===== src/source/fgy_pkg.sv =====
//######################################
// Shared sizes, bus map, FSM states and packed
// bus types for the FFT sequencer. Every module
// imports this package.
//######################################

package fgy_pkg;

  localparam int num_samples  = 128;  // Points per channel
  localparam int fft_stages   = 7;
  localparam int stage_w      = 3;
  localparam int bfly_w       = 6;    // 64 butterflies per stage
  localparam int samp_addr_w  = 7;
  localparam int cache_addr_w = 8;    // Channel bit on top
  localparam int data_w       = 32;
  localparam int twdl_w       = 16;
  localparam int mem_rd_lat   = 2;
  localparam int lb_addr_w    = 12;
  localparam int lb_data_w    = 32;
  localparam int lb_lat       = 2;

  // Register map
  localparam logic [lb_addr_w-1:0] ctrl_reg_addr   = 12'h000;
  localparam logic [lb_addr_w-1:0] status_reg_addr = 12'h001;
  localparam logic [lb_data_w-1:0] bad_addr_data   = 32'hDEADBABE;

  typedef enum logic [1:0] {
    idle_s,
    decim_s,
    fft_s
  } fgy_state_e;

  typedef struct packed {
    logic signed [data_w-1:0] re;
    logic signed [data_w-1:0] im;
  } cplx_t;

  typedef struct packed {
    logic signed [twdl_w-1:0] re;
    logic signed [twdl_w-1:0] im;
  } twdl_t;

  typedef struct packed {
    logic                 wr_en;
    logic                 rd_en;
    logic [lb_addr_w-1:0] addr;
    logic [lb_data_w-1:0] wr_data;
  } lb_req_t;

  typedef struct packed {
    logic                 wr_valid;
    logic                 rd_valid;
    logic [lb_data_w-1:0] rd_data;
  } lb_rsp_t;

  typedef struct packed {
    logic  valid;
    cplx_t sample_a;
    cplx_t sample_b;
    twdl_t twdl;
  } but_req_t;

  // Two valid pulses per request, top result first
  typedef struct packed {
    logic  valid;
    cplx_t res;
    logic  ovrflw;
  } but_rsp_t;

  typedef struct packed {
    logic                    wr_en;
    logic [cache_addr_w-1:0] waddr;
    cplx_t                   wr_sample;
  } cache_wr_t;

endpackage


===== src/source/fgy_decim_addr.sv =====
//######################################
// Decimation and windowing phase. Reads both PCM
// channels bit-reversed, feeds the butterfly
// and writes top results linearly to the cache.
//######################################
`timescale 1ns/1ps

module fgy_decim_addr (
  input  logic                              cr_intf,
  input  logic                              rst,
  input  fgy_pkg::fgy_state_e               state,
  input  logic [fgy_pkg::data_w-1:0]        pcm_l_rdata,
  input  logic [fgy_pkg::data_w-1:0]        pcm_r_rdata,
  input  logic                              pcm_rd_valid,
  input  logic [fgy_pkg::twdl_w-1:0]        win_rdata,
  input  logic                              win_rd_valid,
  input  fgy_pkg::but_rsp_t                 but_rsp,
  output logic [fgy_pkg::samp_addr_w-1:0]   pcm_raddr,
  output logic                              pcm_rden,
  output logic [fgy_pkg::samp_addr_w-1:0]   win_raddr,
  output logic                              win_rden,
  output fgy_pkg::but_req_t                 dec_but_req,
  output fgy_pkg::cache_wr_t                dec_cache_wr,
  output logic                              decim_done
);

  import fgy_pkg::*;

  logic                     in_decim;
  logic                     rd_issue;
  logic [cache_addr_w-1:0]  rd_cnt;     // MSB selects the channel
  logic                     rd_gap;
  logic                     rd_end;
  logic [mem_rd_lat-1:0]    chan_dly;
  logic                     rsp_bot;
  logic                     wr_en_q;
  logic [cache_addr_w-1:0]  wr_cnt;
  cplx_t                    wr_sample_q;

  assign in_decim = (state == decim_s);
  assign rd_issue = in_decim & ~rd_gap & ~rd_end;   // One read every second cycle

  // Bit-reversed sample index
  always_comb
  begin
    for (int i = 0; i < samp_addr_w; i++)
    begin
      pcm_raddr[i] = rd_cnt[samp_addr_w-1-i];
    end
  end

  assign win_raddr = pcm_raddr;
  assign pcm_rden  = rd_issue;
  assign win_rden  = rd_issue;

  always_ff @(posedge cr_intf)
  begin
    if (rst || !in_decim)
    begin
      rd_cnt   <= '0;
      rd_gap   <= 1'b0;
      rd_end   <= 1'b0;
      chan_dly <= '0;
    end
    else
    begin
      rd_gap   <= ~rd_gap;
      chan_dly <= {chan_dly[mem_rd_lat-2:0], rd_cnt[cache_addr_w-1]};
      if (rd_issue)
      begin
        rd_cnt <= rd_cnt + 1'b1;
        rd_end <= (rd_cnt == cache_addr_w'(2 * num_samples - 1));
      end
    end
  end

  // Sample times window, with a zero top input
  always_ff @(posedge cr_intf)
  begin
    if (rst)
      dec_but_req.valid <= 1'b0;
    else
    begin
      dec_but_req.valid       <= in_decim & pcm_rd_valid & win_rd_valid;
      dec_but_req.sample_a    <= '0;
      dec_but_req.sample_b.re <= chan_dly[mem_rd_lat-1] ? pcm_r_rdata : pcm_l_rdata;
      dec_but_req.sample_b.im <= '0;
      dec_but_req.twdl.re     <= win_rdata;
      dec_but_req.twdl.im     <= '0;
    end
  end

  // Bottom results are dropped
  always_ff @(posedge cr_intf)
  begin
    if (rst || !in_decim)
    begin
      rsp_bot <= 1'b0;
      wr_en_q <= 1'b0;
      wr_cnt  <= '0;
    end
    else
    begin
      if (but_rsp.valid)
        rsp_bot <= ~rsp_bot;
      wr_en_q <= but_rsp.valid & ~rsp_bot;
      if (wr_en_q)
        wr_cnt <= wr_cnt + 1'b1;
    end
  end

  always_ff @(posedge cr_intf)
  begin
    wr_sample_q <= but_rsp.res;
  end

  assign dec_cache_wr = '{wr_en: wr_en_q, waddr: wr_cnt, wr_sample: wr_sample_q};
  assign decim_done   = wr_en_q & (&wr_cnt);   // Cache write 255

endmodule


===== src/source/fgy_fft_addr.sv =====
//######################################
// FFT phase addressing. Walks channel, stage and
// butterfly, pairs the two cache reads into one
// request and writes results back in place.
//######################################
`timescale 1ns/1ps

module fgy_fft_addr (
  input  logic                              cr_intf,
  input  logic                              rst,
  input  fgy_pkg::fgy_state_e               state,
  input  fgy_pkg::cplx_t                    cache_rdata,
  input  logic                              cache_rd_valid,
  input  fgy_pkg::twdl_t                    twdl_rdata,
  input  logic                              twdl_rd_valid,
  input  fgy_pkg::but_rsp_t                 but_rsp,
  output logic [fgy_pkg::cache_addr_w-1:0]  cache_raddr,
  output logic                              cache_rden,
  output logic [fgy_pkg::samp_addr_w-1:0]   twdl_raddr,
  output logic                              twdl_rden,
  output fgy_pkg::but_req_t                 fft_but_req,
  output fgy_pkg::cache_wr_t                fft_cache_wr,
  output logic                              fft_all_done
);

  import fgy_pkg::*;

  logic                    in_fft;
  logic                    chan;
  logic [stage_w-1:0]      stage;
  logic [bfly_w-1:0]       rd_bfly;
  logic [bfly_w-1:0]       wr_bfly;
  logic                    rd_bot;
  logic                    wr_bot;
  logic                    rd_wait;    // Stage read out, waiting on writes
  logic [samp_addr_w-1:0]  span;
  logic [samp_addr_w-1:0]  rd_top;
  logic [samp_addr_w-1:0]  wr_top;
  logic [samp_addr_w-1:0]  rd_off;
  logic                    stage_wr_last;
  logic                    pair_bot;
  cplx_t                   top_q;
  twdl_t                   twdl_q;
  logic                    wr_en_q;
  cplx_t                   wr_sample_q;

  // Top index of butterfly b in stage s
  function automatic logic [samp_addr_w-1:0] top_idx(input logic [stage_w-1:0] s,
                                                     input logic [bfly_w-1:0]  b);
    logic [samp_addr_w-1:0] bx;
    logic [samp_addr_w-1:0] mask;
    bx      = samp_addr_w'(b);
    mask    = (samp_addr_w'(1) << s) - 1'b1;
    top_idx = ((bx >> s) << (s + 1)) | (bx & mask);
  endfunction

  assign in_fft = (state == fft_s);
  assign span   = samp_addr_w'(1) << stage;
  assign rd_top = top_idx(stage, rd_bfly);
  assign wr_top = top_idx(stage, wr_bfly);
  assign rd_off = samp_addr_w'(rd_bfly) & (span - 1'b1);

  assign cache_rden  = in_fft & ~rd_wait;
  assign cache_raddr = {chan, rd_bot ? rd_top + span : rd_top};
  assign twdl_rden   = cache_rden & ~rd_bot;   // With the top read only
  assign twdl_raddr  = rd_off << (fft_stages - 1 - stage);

  always_ff @(posedge cr_intf)
  begin
    if (rst || !in_fft)
    begin
      rd_bot  <= 1'b0;
      rd_bfly <= '0;
      rd_wait <= 1'b0;
    end
    else if (!rd_wait)
    begin
      rd_bot <= ~rd_bot;
      if (rd_bot)
      begin
        rd_bfly <= rd_bfly + 1'b1;
        rd_wait <= &rd_bfly;
      end
    end
    else if (stage_wr_last)
      rd_wait <= 1'b0;
  end

  // The butterfly keeps order, so write-back replays the read sequence
  assign stage_wr_last = wr_en_q & wr_bot & (&wr_bfly);
  assign fft_all_done  = stage_wr_last & chan & (stage == stage_w'(fft_stages - 1));

  always_ff @(posedge cr_intf)
  begin
    if (rst || !in_fft)
    begin
      stage   <= '0;
      chan    <= 1'b0;
      wr_bot  <= 1'b0;
      wr_bfly <= '0;
      wr_en_q <= 1'b0;
    end
    else
    begin
      wr_en_q <= but_rsp.valid;
      if (wr_en_q)
      begin
        wr_bot <= ~wr_bot;
        if (wr_bot)
          wr_bfly <= wr_bfly + 1'b1;
      end
      if (stage_wr_last)
      begin
        if (stage == stage_w'(fft_stages - 1))
        begin
          stage <= '0;
          chan  <= ~chan;
        end
        else
          stage <= stage + 1'b1;
      end
    end
  end

  // Hold top sample and twiddle until the bottom sample lands
  always_ff @(posedge cr_intf)
  begin
    if (cache_rd_valid && !pair_bot)
      top_q <= cache_rdata;
    if (twdl_rd_valid)
      twdl_q <= twdl_rdata;
    wr_sample_q <= but_rsp.res;
  end

  always_ff @(posedge cr_intf)
  begin
    if (rst || !in_fft)
    begin
      pair_bot          <= 1'b0;
      fft_but_req.valid <= 1'b0;
    end
    else
    begin
      if (cache_rd_valid)
        pair_bot <= ~pair_bot;
      fft_but_req.valid <= cache_rd_valid & pair_bot;
    end
    fft_but_req.sample_a <= top_q;
    fft_but_req.sample_b <= cache_rdata;
    fft_but_req.twdl     <= twdl_q;
  end

  assign fft_cache_wr = '{wr_en: wr_en_q,
                          waddr: {chan, wr_bot ? wr_top + span : wr_top},
                          wr_sample: wr_sample_q};

endmodule


===== src/source/fgy_regs.sv =====
//######################################
// Local bus register block. Control holds the
// enable bit, status gives busy and the sticky
// butterfly overflow. Acks come lb_lat later.
//######################################
`timescale 1ns/1ps

module fgy_regs (
  input  logic              cr_intf,
  input  logic              rst,
  input  fgy_pkg::lb_req_t  lb_req,
  input  logic              busy,
  input  logic              but_ovrflw,
  output fgy_pkg::lb_rsp_t  lb_rsp,
  output logic              fgy_en
);

  import fgy_pkg::*;

  logic [lb_lat-2:0]     wr_dly;
  logic [lb_lat-2:0]     rd_dly;
  logic [lb_addr_w-1:0]  addr_dly [lb_lat-1];
  logic [lb_addr_w-1:0]  rd_addr;
  logic                  ovrflw_flag;   // Cleared only by reset
  logic                  wr_valid_q;
  logic                  rd_valid_q;
  logic [lb_data_w-1:0]  rd_data_q;

  assign rd_addr = addr_dly[lb_lat-2];

  always_ff @(posedge cr_intf)
  begin
    if (rst)
    begin
      wr_dly      <= '0;
      rd_dly      <= '0;
      wr_valid_q  <= 1'b0;
      rd_valid_q  <= 1'b0;
      fgy_en      <= 1'b0;
      ovrflw_flag <= 1'b0;
    end
    else
    begin
      wr_dly[0] <= lb_req.wr_en;
      rd_dly[0] <= lb_req.rd_en;
      for (int i = 1; i < lb_lat - 1; i++)
      begin
        wr_dly[i] <= wr_dly[i-1];
        rd_dly[i] <= rd_dly[i-1];
      end
      wr_valid_q <= wr_dly[lb_lat-2];   // Last stage of the ack delay
      rd_valid_q <= rd_dly[lb_lat-2];

      if (lb_req.wr_en && (lb_req.addr == ctrl_reg_addr))
        fgy_en <= lb_req.wr_data[0];

      ovrflw_flag <= ovrflw_flag | but_ovrflw;
    end
  end

  // Read data follows the delayed address
  always_ff @(posedge cr_intf)
  begin
    addr_dly[0] <= lb_req.addr;
    for (int i = 1; i < lb_lat - 1; i++)
    begin
      addr_dly[i] <= addr_dly[i-1];
    end

    case (rd_addr)
      ctrl_reg_addr   : rd_data_q <= {{(lb_data_w-1){1'b0}}, fgy_en};
      status_reg_addr : rd_data_q <= {{(lb_data_w-2){1'b0}}, ovrflw_flag, busy};
      default         : rd_data_q <= bad_addr_data;
    endcase
  end

  assign lb_rsp = '{wr_valid: wr_valid_q, rd_valid: rd_valid_q, rd_data: rd_data_q};

endmodule


===== src/source/fgy_seq_fsm.sv =====
//######################################
// Phase FSM: idle, decimation, FFT, idle.
// Registers the one-cycle fft_done pulse.
//######################################
`timescale 1ns/1ps

module fgy_seq_fsm (
  input  logic                 cr_intf,
  input  logic                 rst,
  input  logic                 fgy_en,
  input  logic                 pcm_rdy,
  input  logic                 decim_done,
  input  logic                 fft_all_done,
  output fgy_pkg::fgy_state_e  state,
  output logic                 busy,
  output logic                 fft_done
);

  import fgy_pkg::*;

  fgy_state_e next_state;

  always_comb
  begin
    next_state = state;
    case (state)
      idle_s  : if (fgy_en && pcm_rdy) next_state = decim_s;
      decim_s : if (decim_done) next_state = fft_s;
      fft_s   : if (fft_all_done) next_state = idle_s;
      default : next_state = idle_s;
    endcase
  end

  always_ff @(posedge cr_intf)
  begin
    if (rst)
    begin
      state    <= idle_s;
      fft_done <= 1'b0;
    end
    else
    begin
      state    <= next_state;
      fft_done <= (state == fft_s) & fft_all_done;  // Same edge as the return to idle
    end
  end

  assign busy = (state != idle_s);

endmodule


===== src/source/fgy_top.sv =====
//######################################
// FFT sequencer top. Connects registers, FSM and
// both address blocks; muxes butterfly and cache
// write ports by phase.
//######################################
`timescale 1ns/1ps

module fgy_top (
  input  logic                              cr_intf,
  input  logic                              rst,
  input  logic                              pcm_rdy,
  input  fgy_pkg::lb_req_t                  lb_req,
  output fgy_pkg::lb_rsp_t                  lb_rsp,
  output logic [fgy_pkg::samp_addr_w-1:0]   pcm_raddr,
  output logic                              pcm_rden,
  input  logic [fgy_pkg::data_w-1:0]        pcm_l_rdata,
  input  logic [fgy_pkg::data_w-1:0]        pcm_r_rdata,
  input  logic                              pcm_rd_valid,
  output logic [fgy_pkg::samp_addr_w-1:0]   win_raddr,
  output logic                              win_rden,
  input  logic [fgy_pkg::twdl_w-1:0]        win_rdata,
  input  logic                              win_rd_valid,
  output logic [fgy_pkg::samp_addr_w-1:0]   twdl_raddr,
  output logic                              twdl_rden,
  input  fgy_pkg::twdl_t                    twdl_rdata,
  input  logic                              twdl_rd_valid,
  output logic [fgy_pkg::cache_addr_w-1:0]  cache_raddr,
  output logic                              cache_rden,
  input  fgy_pkg::cplx_t                    cache_rdata,
  input  logic                              cache_rd_valid,
  output fgy_pkg::cache_wr_t                cache_wr,
  output fgy_pkg::but_req_t                 but_req,
  input  fgy_pkg::but_rsp_t                 but_rsp,
  output logic                              fft_done
);

  import fgy_pkg::*;

  fgy_state_e  state;
  logic        busy;
  logic        fgy_en;
  logic        decim_done;
  logic        fft_all_done;
  logic        but_ovrflw;
  but_req_t    dec_but_req;
  but_req_t    fft_but_req;
  cache_wr_t   dec_cache_wr;
  cache_wr_t   fft_cache_wr;

  assign but_ovrflw = but_rsp.valid & but_rsp.ovrflw;

  fgy_regs regs0 (
    .cr_intf(cr_intf), .rst(rst), .lb_req(lb_req), .busy(busy),
    .but_ovrflw(but_ovrflw), .lb_rsp(lb_rsp), .fgy_en(fgy_en)
  );

  fgy_seq_fsm fsm0 (
    .cr_intf(cr_intf), .rst(rst), .fgy_en(fgy_en), .pcm_rdy(pcm_rdy),
    .decim_done(decim_done), .fft_all_done(fft_all_done),
    .state(state), .busy(busy), .fft_done(fft_done)
  );

  fgy_decim_addr decim0 (
    .cr_intf(cr_intf), .rst(rst), .state(state),
    .pcm_l_rdata(pcm_l_rdata), .pcm_r_rdata(pcm_r_rdata), .pcm_rd_valid(pcm_rd_valid),
    .win_rdata(win_rdata), .win_rd_valid(win_rd_valid), .but_rsp(but_rsp),
    .pcm_raddr(pcm_raddr), .pcm_rden(pcm_rden), .win_raddr(win_raddr),
    .win_rden(win_rden), .dec_but_req(dec_but_req), .dec_cache_wr(dec_cache_wr),
    .decim_done(decim_done)
  );

  fgy_fft_addr fft0 (
    .cr_intf(cr_intf), .rst(rst), .state(state),
    .cache_rdata(cache_rdata), .cache_rd_valid(cache_rd_valid),
    .twdl_rdata(twdl_rdata), .twdl_rd_valid(twdl_rd_valid), .but_rsp(but_rsp),
    .cache_raddr(cache_raddr), .cache_rden(cache_rden), .twdl_raddr(twdl_raddr),
    .twdl_rden(twdl_rden), .fft_but_req(fft_but_req), .fft_cache_wr(fft_cache_wr),
    .fft_all_done(fft_all_done)
  );

  // Phase muxes
  assign but_req  = (state == fft_s) ? fft_but_req : dec_but_req;
  assign cache_wr = (state == decim_s) ? dec_cache_wr : fft_cache_wr;

endmodule


===== config.mk =====
export PLATFORM = sky130hd
export DESIGN_NAME = fgy_top
export DESIGN_NICKNAME = d
export VERILOG_FILES = /design/src/source/fgy_pkg.sv /design/src/source/fgy_decim_addr.sv /design/src/source/fgy_fft_addr.sv /design/src/source/fgy_regs.sv /design/src/source/fgy_seq_fsm.sv /design/src/source/fgy_top.sv
export SDC_FILE = /design/constraint.sdc
export NUM_CORES = 1
export LEC_CHECK = 0
export BUFFER_PORTS_ARGS = -buffer_cell sky130_fd_sc_hd__buf_2
export CAP_MARGIN = 20
export CORE_AREA = 2 2 230 232
export DETAILED_ROUTE_END_ITERATION = 6
export DIE_AREA = 0 0 232 234
export GPL_TIMING_DRIVEN = 1
export MAX_ROUTING_LAYER = met4
export SYNTH_ARGS = -nofsm -noshare
export SYNTH_HDL_FRONTEND = slang
export SYNTH_SLANG_ARGS = --single-unit

===== constraint.sdc =====
create_clock -name cr_intf -period 6.1 [get_ports cr_intf]
set_input_delay 1.525 -clock cr_intf [delete_from_list [all_inputs] [get_ports cr_intf]]
set_output_delay 1.525 -clock cr_intf [all_outputs]
set_load 0.01 [all_outputs]

==> results.txt, run 1 <==
Largest net degree at the start of global routing = 96
Drt wl/cell = 16.4 µm
DIE AREA = 0.0543 mm²
Worst VDD drop = 185 µV
Vias per cell = 4.27
Hold EP = fft0.fft_but_req[123]
Final WL = 41.4 mm
Post-synthesis register bit count = 437
Max_slew headroom = 41.2%
Seq/Total Area, Yosys = 64.9%
Outcome = completed
Mapped Cells = 1332
Share of cells above drive strength 1 = 38.5%
Period minus WS final = 5640 ps
Pre-CTS WS = 1010 ps
CTS Buffer Depth = 3
CP dominant cell by count = ha_1
Clk pwr share = 44.5%
Power per cell area = 313 mW/mm²
Num CTS Buffers = 46
H-tree depth = 2
Synth top area cells = dfxtp_1 37%, edfxtp_1 28%, buf_4 5.5%
CP bufs+invs = 2
RSZ-0062 raised after global routing = no
Vias = 10700
Worst-path fanout max = 7
Post-synth EDFFs = 144
Setup CP Type = register to primary output
Synth Flop Type = dfxtp_1
Switching pwr = 1350 µW
Fin crit share = 92.5%
Worst path required time = 4580 ps
Share of the synthesized area in the top cell type = 37.4%
Finished layout cell area = 0.0200 mm²
FF-to-FF path depth = 6
Fraction of registers with async set/reset = 0%
GR Util met1 = 18.4%
Core area = 0.0520 mm²
Antenna-violating nets left = 0
Commonest cells after routing, fill and taps aside = 556 x buf_2, 292 x dfxtp_1, 196 x nand2_1
Capturing point of the worst reg2reg path = fsm0.fft_done
Final std cells w/o fill = 2515
LEAKAGE = 0.00906 µW
Synth cell types = 65
CP Cell Sequence = inv_1 -> ha_1 -> nand2b_1 -> ha_1 -> nor2b_1 -> xor2_1 -> a22o_1 -> a22o_1 -> ha_1 -> o21ai_0 -> nor2_1 -> nand4_1 -> and4_1 -> xnor2_1 -> a21oi_1 -> buf_2
Final Max Slew Viols = 0
Die Height = 234 µm
1st-iter DRT viols = 507
Min-delay src = fft0.top_q[27]
Antenna violations before repair = 3
Delay-heaviest family, CP = adder cells
Synth area leader = dfxtp_1
GRT Residual Overflow = 0
CTS tree = done
Worst setup EP type = primary output
Number of placement rows = 84
Fin. Hold Viols = 0
Drt first pass iters = 4
Min-Delay Path Class = register to register
Syn Area/Cell = 11.8 µm²
CP arrival = 4120 ps
Largest stage delay on the critical path = 430 ps
Footprint of the multi-input gates = 0.00440 mm²
MaxCap Viol Count = 0
Worst hold stages = 0
Fill count = 5027
Worst Slack Setup Final = 459 ps
Top Ports = 597
Gpl congestion = 0.861
R2r startpoint = fft0.wr_bot
Area Overhead vs Synth = 27.5%
Met3 usage = 3.25%
CTS hold repair buffers = 0
Clock sinks = 437
Fin util = 38.5%
DIE WIDTH = 232 µm
Initial Utilization = 30.2%
Post-Syn Area = 0.0157 mm²
Sequential Power Share = 51.6%
Internal Power = 4920 µW
DP Area = 0.0184 mm²
FMAX = 177 MHz
CTS Root Cell = clkbuf_16
Commonest non-fill, non-tap cell in the layout = buf_2
Vias in the first global route = 10100
DRC = 0
Most used routing layer = met2
Comb pwr share = 3.9%
Critical path startpoint category = register
Total GRT Usage = 14.6%
Clock latency on the worst-skew pair = 580 ps
Worst-Margin Slew = 881 ps
Final setup fails = 0
Clock transition at the registers of the reported paths = 60 ps
Synthesis Warnings = 0
Placed Instances = 2429
Sw Share = 21.5%
Nets = 2109
Met2 usage = 23.2%
Port buffer count = 556
Sequential Area = 0.0102 mm²
Detail Placement HPWL = 31.3 mm
Final Skew = 24.4 ps
Setup TNS = 0 ps
Slowest CP cell = dfxtp_1
First-pass GRT wire length = 58.8 mm
R2R Setup Slk = 3730 ps
==> cell usage after synthesis (all sizes together), types with 2 or more instances <==
| library cell | n |
|---|---|
| a211oi | 5 |
| a21o | 4 |
| a21oi | 25 |
| a22o | 3 |
| a22oi | 4 |
| a31oi | 7 |
| a32o | 2 |
| a32oi | 2 |
| a41oi | 2 |
| and2 | 119 |
| and3 | 5 |
| and4 | 2 |
| buf | 126 |
| clkbuf | 44 |
| dfxtp | 293 |
| edfxtp | 144 |
| fa | 2 |
| ha | 23 |
| inv | 18 |
| mux2 | 45 |
| mux2i | 17 |
| nand2 | 196 |
| nand2b | 4 |
| nand3 | 8 |
| nand4 | 14 |
| nor2 | 82 |
| nor2b | 19 |
| nor3 | 11 |
| nor3b | 3 |
| nor4 | 5 |
| o211a | 2 |
| o211ai | 5 |
| o21a | 2 |
| o21ai | 21 |
| o21bai | 2 |
| o2bb2ai | 2 |
| o311ai | 2 |
| o31a | 4 |
| o31ai | 2 |
| or3 | 2 |
| xnor2 | 21 |
| xor2 | 18 |
==> final cells by class <==
cell class / count / area share, %
clock inverters: 18 / 0.857
repair buffers: 571 / 14.6
flip-flops and latches: 437 / 50.9
clock buffers: 67 / 6.97
well taps: 688 / 4.30
multi-input cells: 715 / 22.0
diodes: 1 / 0.0125
inverters: 18 / 0.338
==> logic make-up after synthesis <==
family / count (synthesis) / synth area share [%]
other cells: 1 / 0.0239
xor+xnor: 39 / 2.18
fa+ha+maj: 25 / 2.09
mux: 62 / 4.34
buf+inv: 188 / 7.35
flops: 437 / 64.9
simple gates: 474 / 14.5
compound gates: 106 / 4.61
==> sequential cells by signal, summed over array words and instances, names as in the netlist, 2 cells and up <==
name	cells
fft0.fft_but_req	161
fft0.fft_cache_wr	64
fft0.top_q	64
decim0.dec_but_req	49
fft0.twdl_q	32
regs0.addr_dly	12
decim0.rd_cnt	8
decim0.wr_cnt	8
fft0.rd_bfly	6
fft0.wr_bfly	6
fft0.stage	3
regs0.rd_data_q	3
decim0.chan_dly	2
fsm0.state	2
==> routing by layer <==
layer,vias up,routed length (µm)
met5,-,0
li1,5258,-
met1,4985,18000
met2,413,19600
met4,0,1030
met3,76,2770
==> worst max-delay path by stage <==
stage / start / to / slack [ps] / cells after the start
global route: fft0.stage[0] / cache_raddr[6] / 100 / 16
floorplan: fft0.stage[1] / cache_raddr[6] / 1080 / 18
CTS: fft0.stage[0] / cache_raddr[6] / 370 / 16
finish: fft0.stage[0] / cache_wr[70] / 460 / 16
detailed placement: fft0.stage[0] / cache_raddr[6] / 1010 / 16
global placement: fft0.stage[0] / cache_wr[70] / 1070 / 16
==> power by group through the flow <==
stage | registers (µW) | clock network [µW] | logic (µW)
after floorplan | 3280 | 0 | 108
after global routing | 3250 | 2990 | 269
final | 3230 | 2790 | 244
after detailed placement | 3300 | 0 | 249
after global placement | 3290 | 0 | 246
after CTS | 3230 | 2880 | 250
==> per-stage QoR <==
step	hold slack, ps	power, µW
6_report	336	6270
5_1_grt	343	6510
4_1_cts	338	6360
3_5_place_dp	327	3550
3_3_place_gp	323	3540
2_1_floorplan	323	3390
==> repair_timing <==
action | in CTS | in global routing
setup buffers | 0 | 0
resized for setup | 0 | 1
endpoints found under the setup margin | 0 | 1
No activity file was read; power rests on OpenSTA's default activity.
==> run 2, diff against run 1 <==
--- a/config.mk
+++ b/config.mk
@@ -7,5 +7,4 @@
 export LEC_CHECK = 0
 export BUFFER_PORTS_ARGS = -buffer_cell sky130_fd_sc_hd__buf_2
-export CAP_MARGIN = 20
 export CORE_AREA = 2 2 230 232
 export DETAILED_ROUTE_END_ITERATION = 6
==> constraint.sdc (replaced) <==
create_clock -name cr_intf -period 6.1 [get_ports cr_intf]
set_input_delay 1.22 -clock cr_intf [delete_from_list [all_inputs] [get_ports cr_intf]]
set_output_delay 1.22 -clock cr_intf [all_outputs]
set_load 0.01 [all_outputs]
==> results.txt, run 2 (synthesis gave the netlist of run 1 again) <==
GRT Residual Overflow = 0 (unchanged)
Worst setup EP type = primary output (unchanged)
Worst path required time = 4880 ps (was 4580 ps)
Setup CP Type = register to primary output (unchanged)
Vias = 10700 (about the same)
Met3 usage = 3.51% (was 3.25%)
Port buffer count = 556 (unchanged)
Max_slew headroom = 39.1% (was 41.2%)
Comb pwr share = 3.9% (about the same)
Largest stage delay on the critical path = 660 ps (was 430 ps)
Power per cell area = 314 mW/mm² (was 313 mW/mm²)
Commonest cells after routing, fill and taps aside = 556 x buf_2, 292 x dfxtp_1, 196 x nand2_1 (unchanged)
Total GRT Usage = 14.7% (was 14.6%)
Fin crit share = 89.5% (was 92.5%)
FMAX = 183 MHz (was 177 MHz)
Min-Delay Path Class = register to register (unchanged)
Setup TNS = 0 ps (unchanged)
Num CTS Buffers = 46 (unchanged)
R2r startpoint = fsm0.state[1] (was fft0.wr_bot)
DP Area = 0.0184 mm² (about the same)
Top Ports = 597 (unchanged)
RSZ-0062 raised after global routing = no (unchanged)
Post-CTS Setup Bufs = 0 (unchanged)
Antenna violations before repair = 2 (was 3)
FF-to-FF path depth = 4 (was 6)
First-pass GRT wire length = 59.4 mm (was 58.8 mm)
Capturing point of the worst reg2reg path = fsm0.fft_done (unchanged)
DIE AREA = 0.0543 mm² (unchanged)
Most used routing layer = met2 (unchanged)
Initial Utilization = 30.2% (unchanged)
Worst Slack Setup Final = 639 ps (was 459 ps)
Fin. Hold Viols = 0 (unchanged)
Min-delay src = fft0.top_q[7] (was fft0.top_q[27])
Finished layout cell area = 0.0199 mm² (was 0.0200 mm²)
Clock transition at the registers of the reported paths = 60 ps (about the same)
CTS Root Cell = clkbuf_16 (unchanged)
Gpl congestion = 0.869 (was 0.861)
Vias in the first global route = 10400 (was 10100)
Nets = 2108 (was 2109)
Critical path startpoint category = register (unchanged)
Worst hold stages = 0 (unchanged)
LEAKAGE = 0.00903 µW (was 0.00906 µW)
Share of cells above drive strength 1 = 38.3% (was 38.5%)
Final WL = 41.9 mm (was 41.4 mm)
Drt wl/cell = 16.7 µm (was 16.4 µm)
Final setup fails = 0 (unchanged)
Outcome = completed (unchanged)
Clk pwr share = 44.4% (was 44.5%)
Vias per cell = 4.27 (about the same)
MaxCap Viol Count = 0 (unchanged)
R2R Setup Slk = 3510 ps (was 3730 ps)
Switching pwr = 1330 µW (was 1350 µW)
Detail Placement HPWL = 31.5 mm (was 31.3 mm)
Number of placement rows = 84 (unchanged)
Worst-path fanout max = 14 (was 7)
Clock latency on the worst-skew pair = 580 ps (about the same)
Period minus WS final = 5460 ps (was 5640 ps)
Largest Register = fft0.fft_but_req (unchanged)
Slowest CP cell = dfxtp_1 (unchanged)
Worst VDD drop = 205 µV (was 185 µV)
Sequential Power Share = 51.7% (was 51.6%)
CP arrival = 4240 ps (was 4120 ps)
GR Util met1 = 18.2% (was 18.4%)
Hold EP = fft0.fft_but_req[103] (was fft0.fft_but_req[123])
Worst hold slack = 331 ps (was 336 ps)
Die Height = 234 µm (unchanged)
Area Overhead vs Synth = 27.0% (was 27.5%)
Antenna-violating nets left = 0 (unchanged)
CTS Buffer Depth = 3 (unchanged)
Core area = 0.0520 mm² (unchanged)
H-tree depth = 2 (unchanged)
Met2 usage = 23.9% (was 23.2%)
CTS tree = done (unchanged)
Pre-CTS WS = 1230 ps (was 1010 ps)
CP dominant cell by count = ha_1 (unchanged)
DRC = 0 (unchanged)
Final Skew = 15.2 ps (was 24.4 ps)
Commonest non-fill, non-tap cell in the layout = buf_2 (unchanged)
Drt first pass iters = 4 (unchanged)
Worst-Margin Slew = 913 ps (was 881 ps)
CP Cell Sequence = ha_1 -> ha_1 -> and2_1 -> nand2_1 -> o21ai_0 -> ha_1 -> inv_1 -> fa_1 -> nor2b_1 -> o21ai_0 -> a21boi_0 -> nand4_1 -> o211ai_1 -> xor2_1 -> buf_2 (was inv_1 -> ha_1 -> nand2b_1 -> ha_1 -> nor2b_1 -> xor2_1 -> a22o_1 -> a22o_1 -> ha_1 -> o21ai_0 -> nor2_1 -> nand4_1 -> and4_1 -> xnor2_1 -> a21oi_1 -> buf_2)
1st-iter DRT viols = 431 (was 507)
DIE WIDTH = 232 µm (unchanged)
Final Max Slew Viols = 0 (unchanged)
CTS hold repair buffers = 0 (unchanged)
Largest net degree at the start of global routing = 100 (was 96)
Post-CTS sizing = 0 (unchanged)
Clock sinks = 437 (unchanged)
Sw Share = 21.3% (was 21.5%)
Internal Power = 4920 µW (about the same)
Max reg flops = 161 (unchanged)
==> run 2: cell count changes in the layout (fill, tap and decap cells not counted) <==
cell / delta
clkbuf_8: -5
bufinv_16: +3
clkbuf_1: +3
clkbuf_16: -2
inv_4: +2
a21boi_0: +1
a21boi_1: -1
buf_12: -1
clkinv_1: -1
clkinv_16: -1
inv_6: -1
==> run 2: power groups by stage <==
| stage | Combinational (µW) | Clock [µW] | Sequential (µW) |
|---|---|---|---|
| floorplan | 108 | 0 | 3280 |
| global placement | 245 | 0 | 3290 |
| detailed placement | 248 | 0 | 3300 |
| CTS | 250 | 2860 | 3240 |
| global route | 268 | 2980 | 3250 |
| finish | 244 | 2780 | 3230 |
==> run 2: layout make-up <==
| type | count | area [µm²] |
|---|---|---|
| Inverter | 18 | 67.6 |
| Sequential cell | 437 | 10200 |
| Antenna cell | 1 | 2.50 |
| Timing Repair Buffer | 570 | 2900 |
| Clock buffer | 63 | 1290 |
| Multi-Input combinational cell | 715 | 4400 |
| Clock inverter | 20 | 231 |
| Tap cell | 688 | 861 |
| Fill cell | 5097 | 32100 |
==> run 2: worst max path at each step <==
stage                             start              to  slack [ps]  cells past startpoint
final                     fft0.stage[1]  cache_raddr[6]         640                     15
after global routing      fft0.stage[1]  cache_raddr[6]         250                     14
after CTS                 fft0.stage[1]    cache_wr[70]         600                     16
after detailed placement  fft0.stage[1]    cache_wr[70]        1230                     16
after global placement    fft0.stage[1]    cache_wr[70]        1270                     16
after floorplan           fft0.stage[1]  cache_raddr[6]        1380                     18
==> run 2: metal layers <==
layer,vias to the layer above,routed length (µm)
met4,0,975
met5,-,0
met3,60,2950
met2,410,19900
li1,5253,-
met1,5004,18000
==> run 2: critical path, delay by kind of cell, from the launching register on <==
| family | cells | cell delay [ps] |
|---|---|---|
| fa+ha+maj | 4 | 1200 |
| compound gates | 4 | 840 |
| simple gates | 4 | 570 |
| xor+xnor | 1 | 170 |
| buf+inv | 2 | 210 |
| flops | 1 | 660 |
==> run 2: stage by stage <==
stage / utilization, % / power [µW] / instances
6_report: 38.3 / 6260 / 2512
5_1_grt: 38.3 / 6500 / 2511
4_1_cts: 38.3 / 6350 / 2511
3_5_place_dp: 35.4 / 3550 / 2428
3_3_place_gp: 35.4 / 3540 / 2428
2_1_floorplan: - / 3390 / 1340
==> run 3, diff against run 2 <==
--- a/config.mk
+++ b/config.mk
@@ -8,4 +8,5 @@
 export BUFFER_PORTS_ARGS = -buffer_cell sky130_fd_sc_hd__buf_2
 export CORE_AREA = 2 2 230 232
+export CTS_BUF_LIST = sky130_fd_sc_hd__clkbuf_16
 export DETAILED_ROUTE_END_ITERATION = 6
 export DIE_AREA = 0 0 232 234
==> constraint.sdc (replaced) <==
create_clock -name cr_intf -period 6.1 [get_ports cr_intf]
set_input_delay 1.22 -clock cr_intf [delete_from_list [all_inputs] [get_ports cr_intf]]
set_output_delay 1.22 -clock cr_intf [all_outputs]
set_load 0.1 [all_outputs]
==> results.txt, run 3 (synthesis gave the netlist of run 1 again) <==
Final setup fails = 0 (unchanged)
CTS Buffer Depth = 3 (unchanged)
Vias = 10700 (about the same)
Largest net degree at the start of global routing = 110 (was 100)
Gpl congestion = 0.879 (was 0.869)
Clock latency on the worst-skew pair = 570 ps (was 580 ps)
Fin crit share = 94.2% (was 89.5%)
LEAKAGE = 0.00903 µW (about the same)
Pre-CTS WS = 950 ps (was 1230 ps)
MaxCap Viol Count = 0 (unchanged)
Initial Utilization = 30.2% (unchanged)
Vias in the first global route = 10200 (was 10400)
Worst Slack Setup Final = 351 ps (was 639 ps)
Commonest non-fill, non-tap cell in the layout = buf_2 (unchanged)
CP arrival = 4530 ps (was 4240 ps)
R2R Setup Slk = 3700 ps (was 3510 ps)
Slowest CP cell = buf_2 (was dfxtp_1)
Share of cells above drive strength 1 = 37.9% (was 38.3%)
Die Height = 234 µm (unchanged)
Largest stage delay on the critical path = 460 ps (was 660 ps)
Setup TNS = 0 ps (unchanged)
CTS Root Cell = clkbuf_16 (unchanged)
Final std cells w/o fill = 2510 (was 2512)
CP dominant cell by count = ha_1 (unchanged)
Worst hold stages = 0 (unchanged)
Period minus WS final = 5750 ps (was 5460 ps)
Antenna-violating nets left = 0 (unchanged)
Clock transition at the registers of the reported paths = 60 ps (about the same)
Antenna diode count = 0 (was 1)
Final Skew = 18.3 ps (was 15.2 ps)
First-pass GRT wire length = 59.4 mm (about the same)
Fill count = 5148 (was 5097)
DIE AREA = 0.0543 mm² (unchanged)
Top Ports = 597 (unchanged)
Power per cell area = 327 mW/mm² (was 314 mW/mm²)
DRC = 0 (unchanged)
Number of placement rows = 84 (unchanged)
Core area = 0.0520 mm² (unchanged)
Post-CTS Setup Bufs = 0 (unchanged)
CP Cell Sequence = inv_1 -> ha_1 -> nand2b_1 -> ha_1 -> nor2b_1 -> xor2_1 -> a22o_1 -> a22o_1 -> ha_1 -> o21ai_0 -> nor2_1 -> nand4_1 -> and4_1 -> xnor2_1 -> a21oi_1 -> buf_2 (was ha_1 -> ha_1 -> and2_1 -> nand2_1 -> o21ai_0 -> ha_1 -> inv_1 -> fa_1 -> nor2b_1 -> o21ai_0 -> a21boi_0 -> nand4_1 -> o211ai_1 -> xor2_1 -> buf_2)
Max reg flops = 161 (unchanged)
Placed Instances = 2427 (was 2428)
Max_slew headroom = 37.7% (was 39.1%)
Worst-path fanout max = 7 (was 14)
Final Max Slew Viols = 0 (unchanged)
Port buffer count = 556 (unchanged)
Worst Setup EP = cache_wr[70] (was cache_raddr[6])
Total GRT Usage = 14.7% (about the same)
Area Overhead vs Synth = 26.7% (was 27.0%)
Worst hold slack = 329 ps (was 331 ps)
Drt wl/cell = 16.5 µm (was 16.7 µm)
Drt first pass iters = 4 (unchanged)
Outcome = completed (unchanged)
RSZ-0062 raised after global routing = no (unchanged)
Clock sinks = 437 (unchanged)
H-tree depth = 2 (unchanged)
R2r startpoint = fft0.wr_bot (was fsm0.state[1])
Worst Setup SP = fft0.stage[0] (was fft0.stage[1])
Worst path required time = 4880 ps (about the same)
FMAX = 174 MHz (was 183 MHz)
Vias per cell = 4.28 (was 4.27)
Commonest cells after routing, fill and taps aside = 555 x buf_2, 292 x dfxtp_1, 196 x nand2_1 (was 556 x buf_2, 292 x dfxtp_1, 196 x nand2_1)
DIE WIDTH = 232 µm (unchanged)
Min-Delay Path Class = register to register (unchanged)
Nets = 2106 (was 2108)
Fin. Hold Viols = 0 (unchanged)
GRT Residual Overflow = 0 (unchanged)
FF-to-FF path depth = 6 (was 4)
1st-iter DRT viols = 661 (was 431)
Setup CP Type = register to primary output (unchanged)
Capturing point of the worst reg2reg path = fsm0.fft_done (unchanged)
Detail Placement HPWL = 31.3 mm (was 31.5 mm)
Largest Register = fft0.fft_but_req (unchanged)
Final WL = 41.5 mm (was 41.9 mm)
Num CTS Buffers = 45 (was 46)
Antenna violations before repair = 2 (unchanged)
Worst-Margin Slew = 934 ps (was 913 ps)
Critical path startpoint category = register (unchanged)
Worst VDD drop = 184 µV (was 205 µV)
Worst setup EP type = primary output (unchanged)
CTS tree = done (unchanged)
## run 3: changes by cell type in the layout (fill, tap and decap cells not counted), moves of 2 or more
cell / delta
clkinv_2: -4
clkbuf_1: -11
clkinv_1: +7
inv_1: +11
bufinv_16: -2
clkbuf_8: -5
inv_6: +3
## run 3: worst max-delay path, delay by kind of cell, from the launching register on
| family | cells | cell delay (ps) |
|---|---|---|
| flip-flops | 1 | 440 |
| AND/OR/NAND/NOR | 5 | 840 |
| AO/OA/AOI/OAI | 4 | 930 |
| XOR/XNOR | 2 | 210 |
| adder cells (fa/ha/maj) | 3 | 870 |
| buffers and inverters | 2 | 660 |
## run 3: stage by stage
step	instance area [µm²]	power, µW	util [%]
floorplan	15700	3740	-
global placement	18400	3890	35.4
detailed placement	18400	3900	35.4
CTS	19900	6590	38.2
global route	19900	6740	38.2
finish	19900	6490	38.2
## run 3: routing by layer
layer / wire (µm) / part of all wire, % / global-route usage, % / vias to the layer above
met5: 0 / 0 / - / -
met4: 831 / 2.0 / 4.35 / 0
met3: 2890 / 7.0 / 3.34 / 51
met2: 19900 / 48 / 23.9 / 422
met1: 17900 / 43 / 18.4 / 5027
li1: - / - / - / 5239
## run 3: repair_timing
action                                  in CTS  in global routing
gates resized for setup                      0                  1
hold buffers                                 0                  0
endpoints found under the setup margin       0                  1
## run 3: layout make-up
class                           count  area (µm²)  area share, %
Tap cell                          688         861           4.33
Multi-Input combinational cell    715        4400           22.1
Timing Repair Buffer              569        2900           14.6
Clock buffer                       48        1200           6.04
Sequential cell                   437       10200           51.3
Inverter                           18        67.6          0.340
Clock inverter                     35         268           1.35
## run 3: worst min-delay path by stage
stage	from	endpoint
2_1_floorplan	fft0.twdl_q[0]	fft0.fft_but_req[0]
3_3_place_gp	fft0.top_q[14]	fft0.fft_but_req[110]
3_5_place_dp	fft0.top_q[42]	fft0.fft_but_req[138]
4_1_cts	fft0.top_q[18]	fft0.fft_but_req[114]
5_1_grt	fft0.top_q[49]	fft0.fft_but_req[145]
6_report	fft0.top_q[18]	fft0.fft_but_req[114]
## run 3: power by group
group	internal, µW	switching, µW	total (µW)	leakage, µW
Clock	1490	1170	2670	0.000755
Sequential	3190	40.6	3230	0.00386
Combinational	111	484	595	0.00441
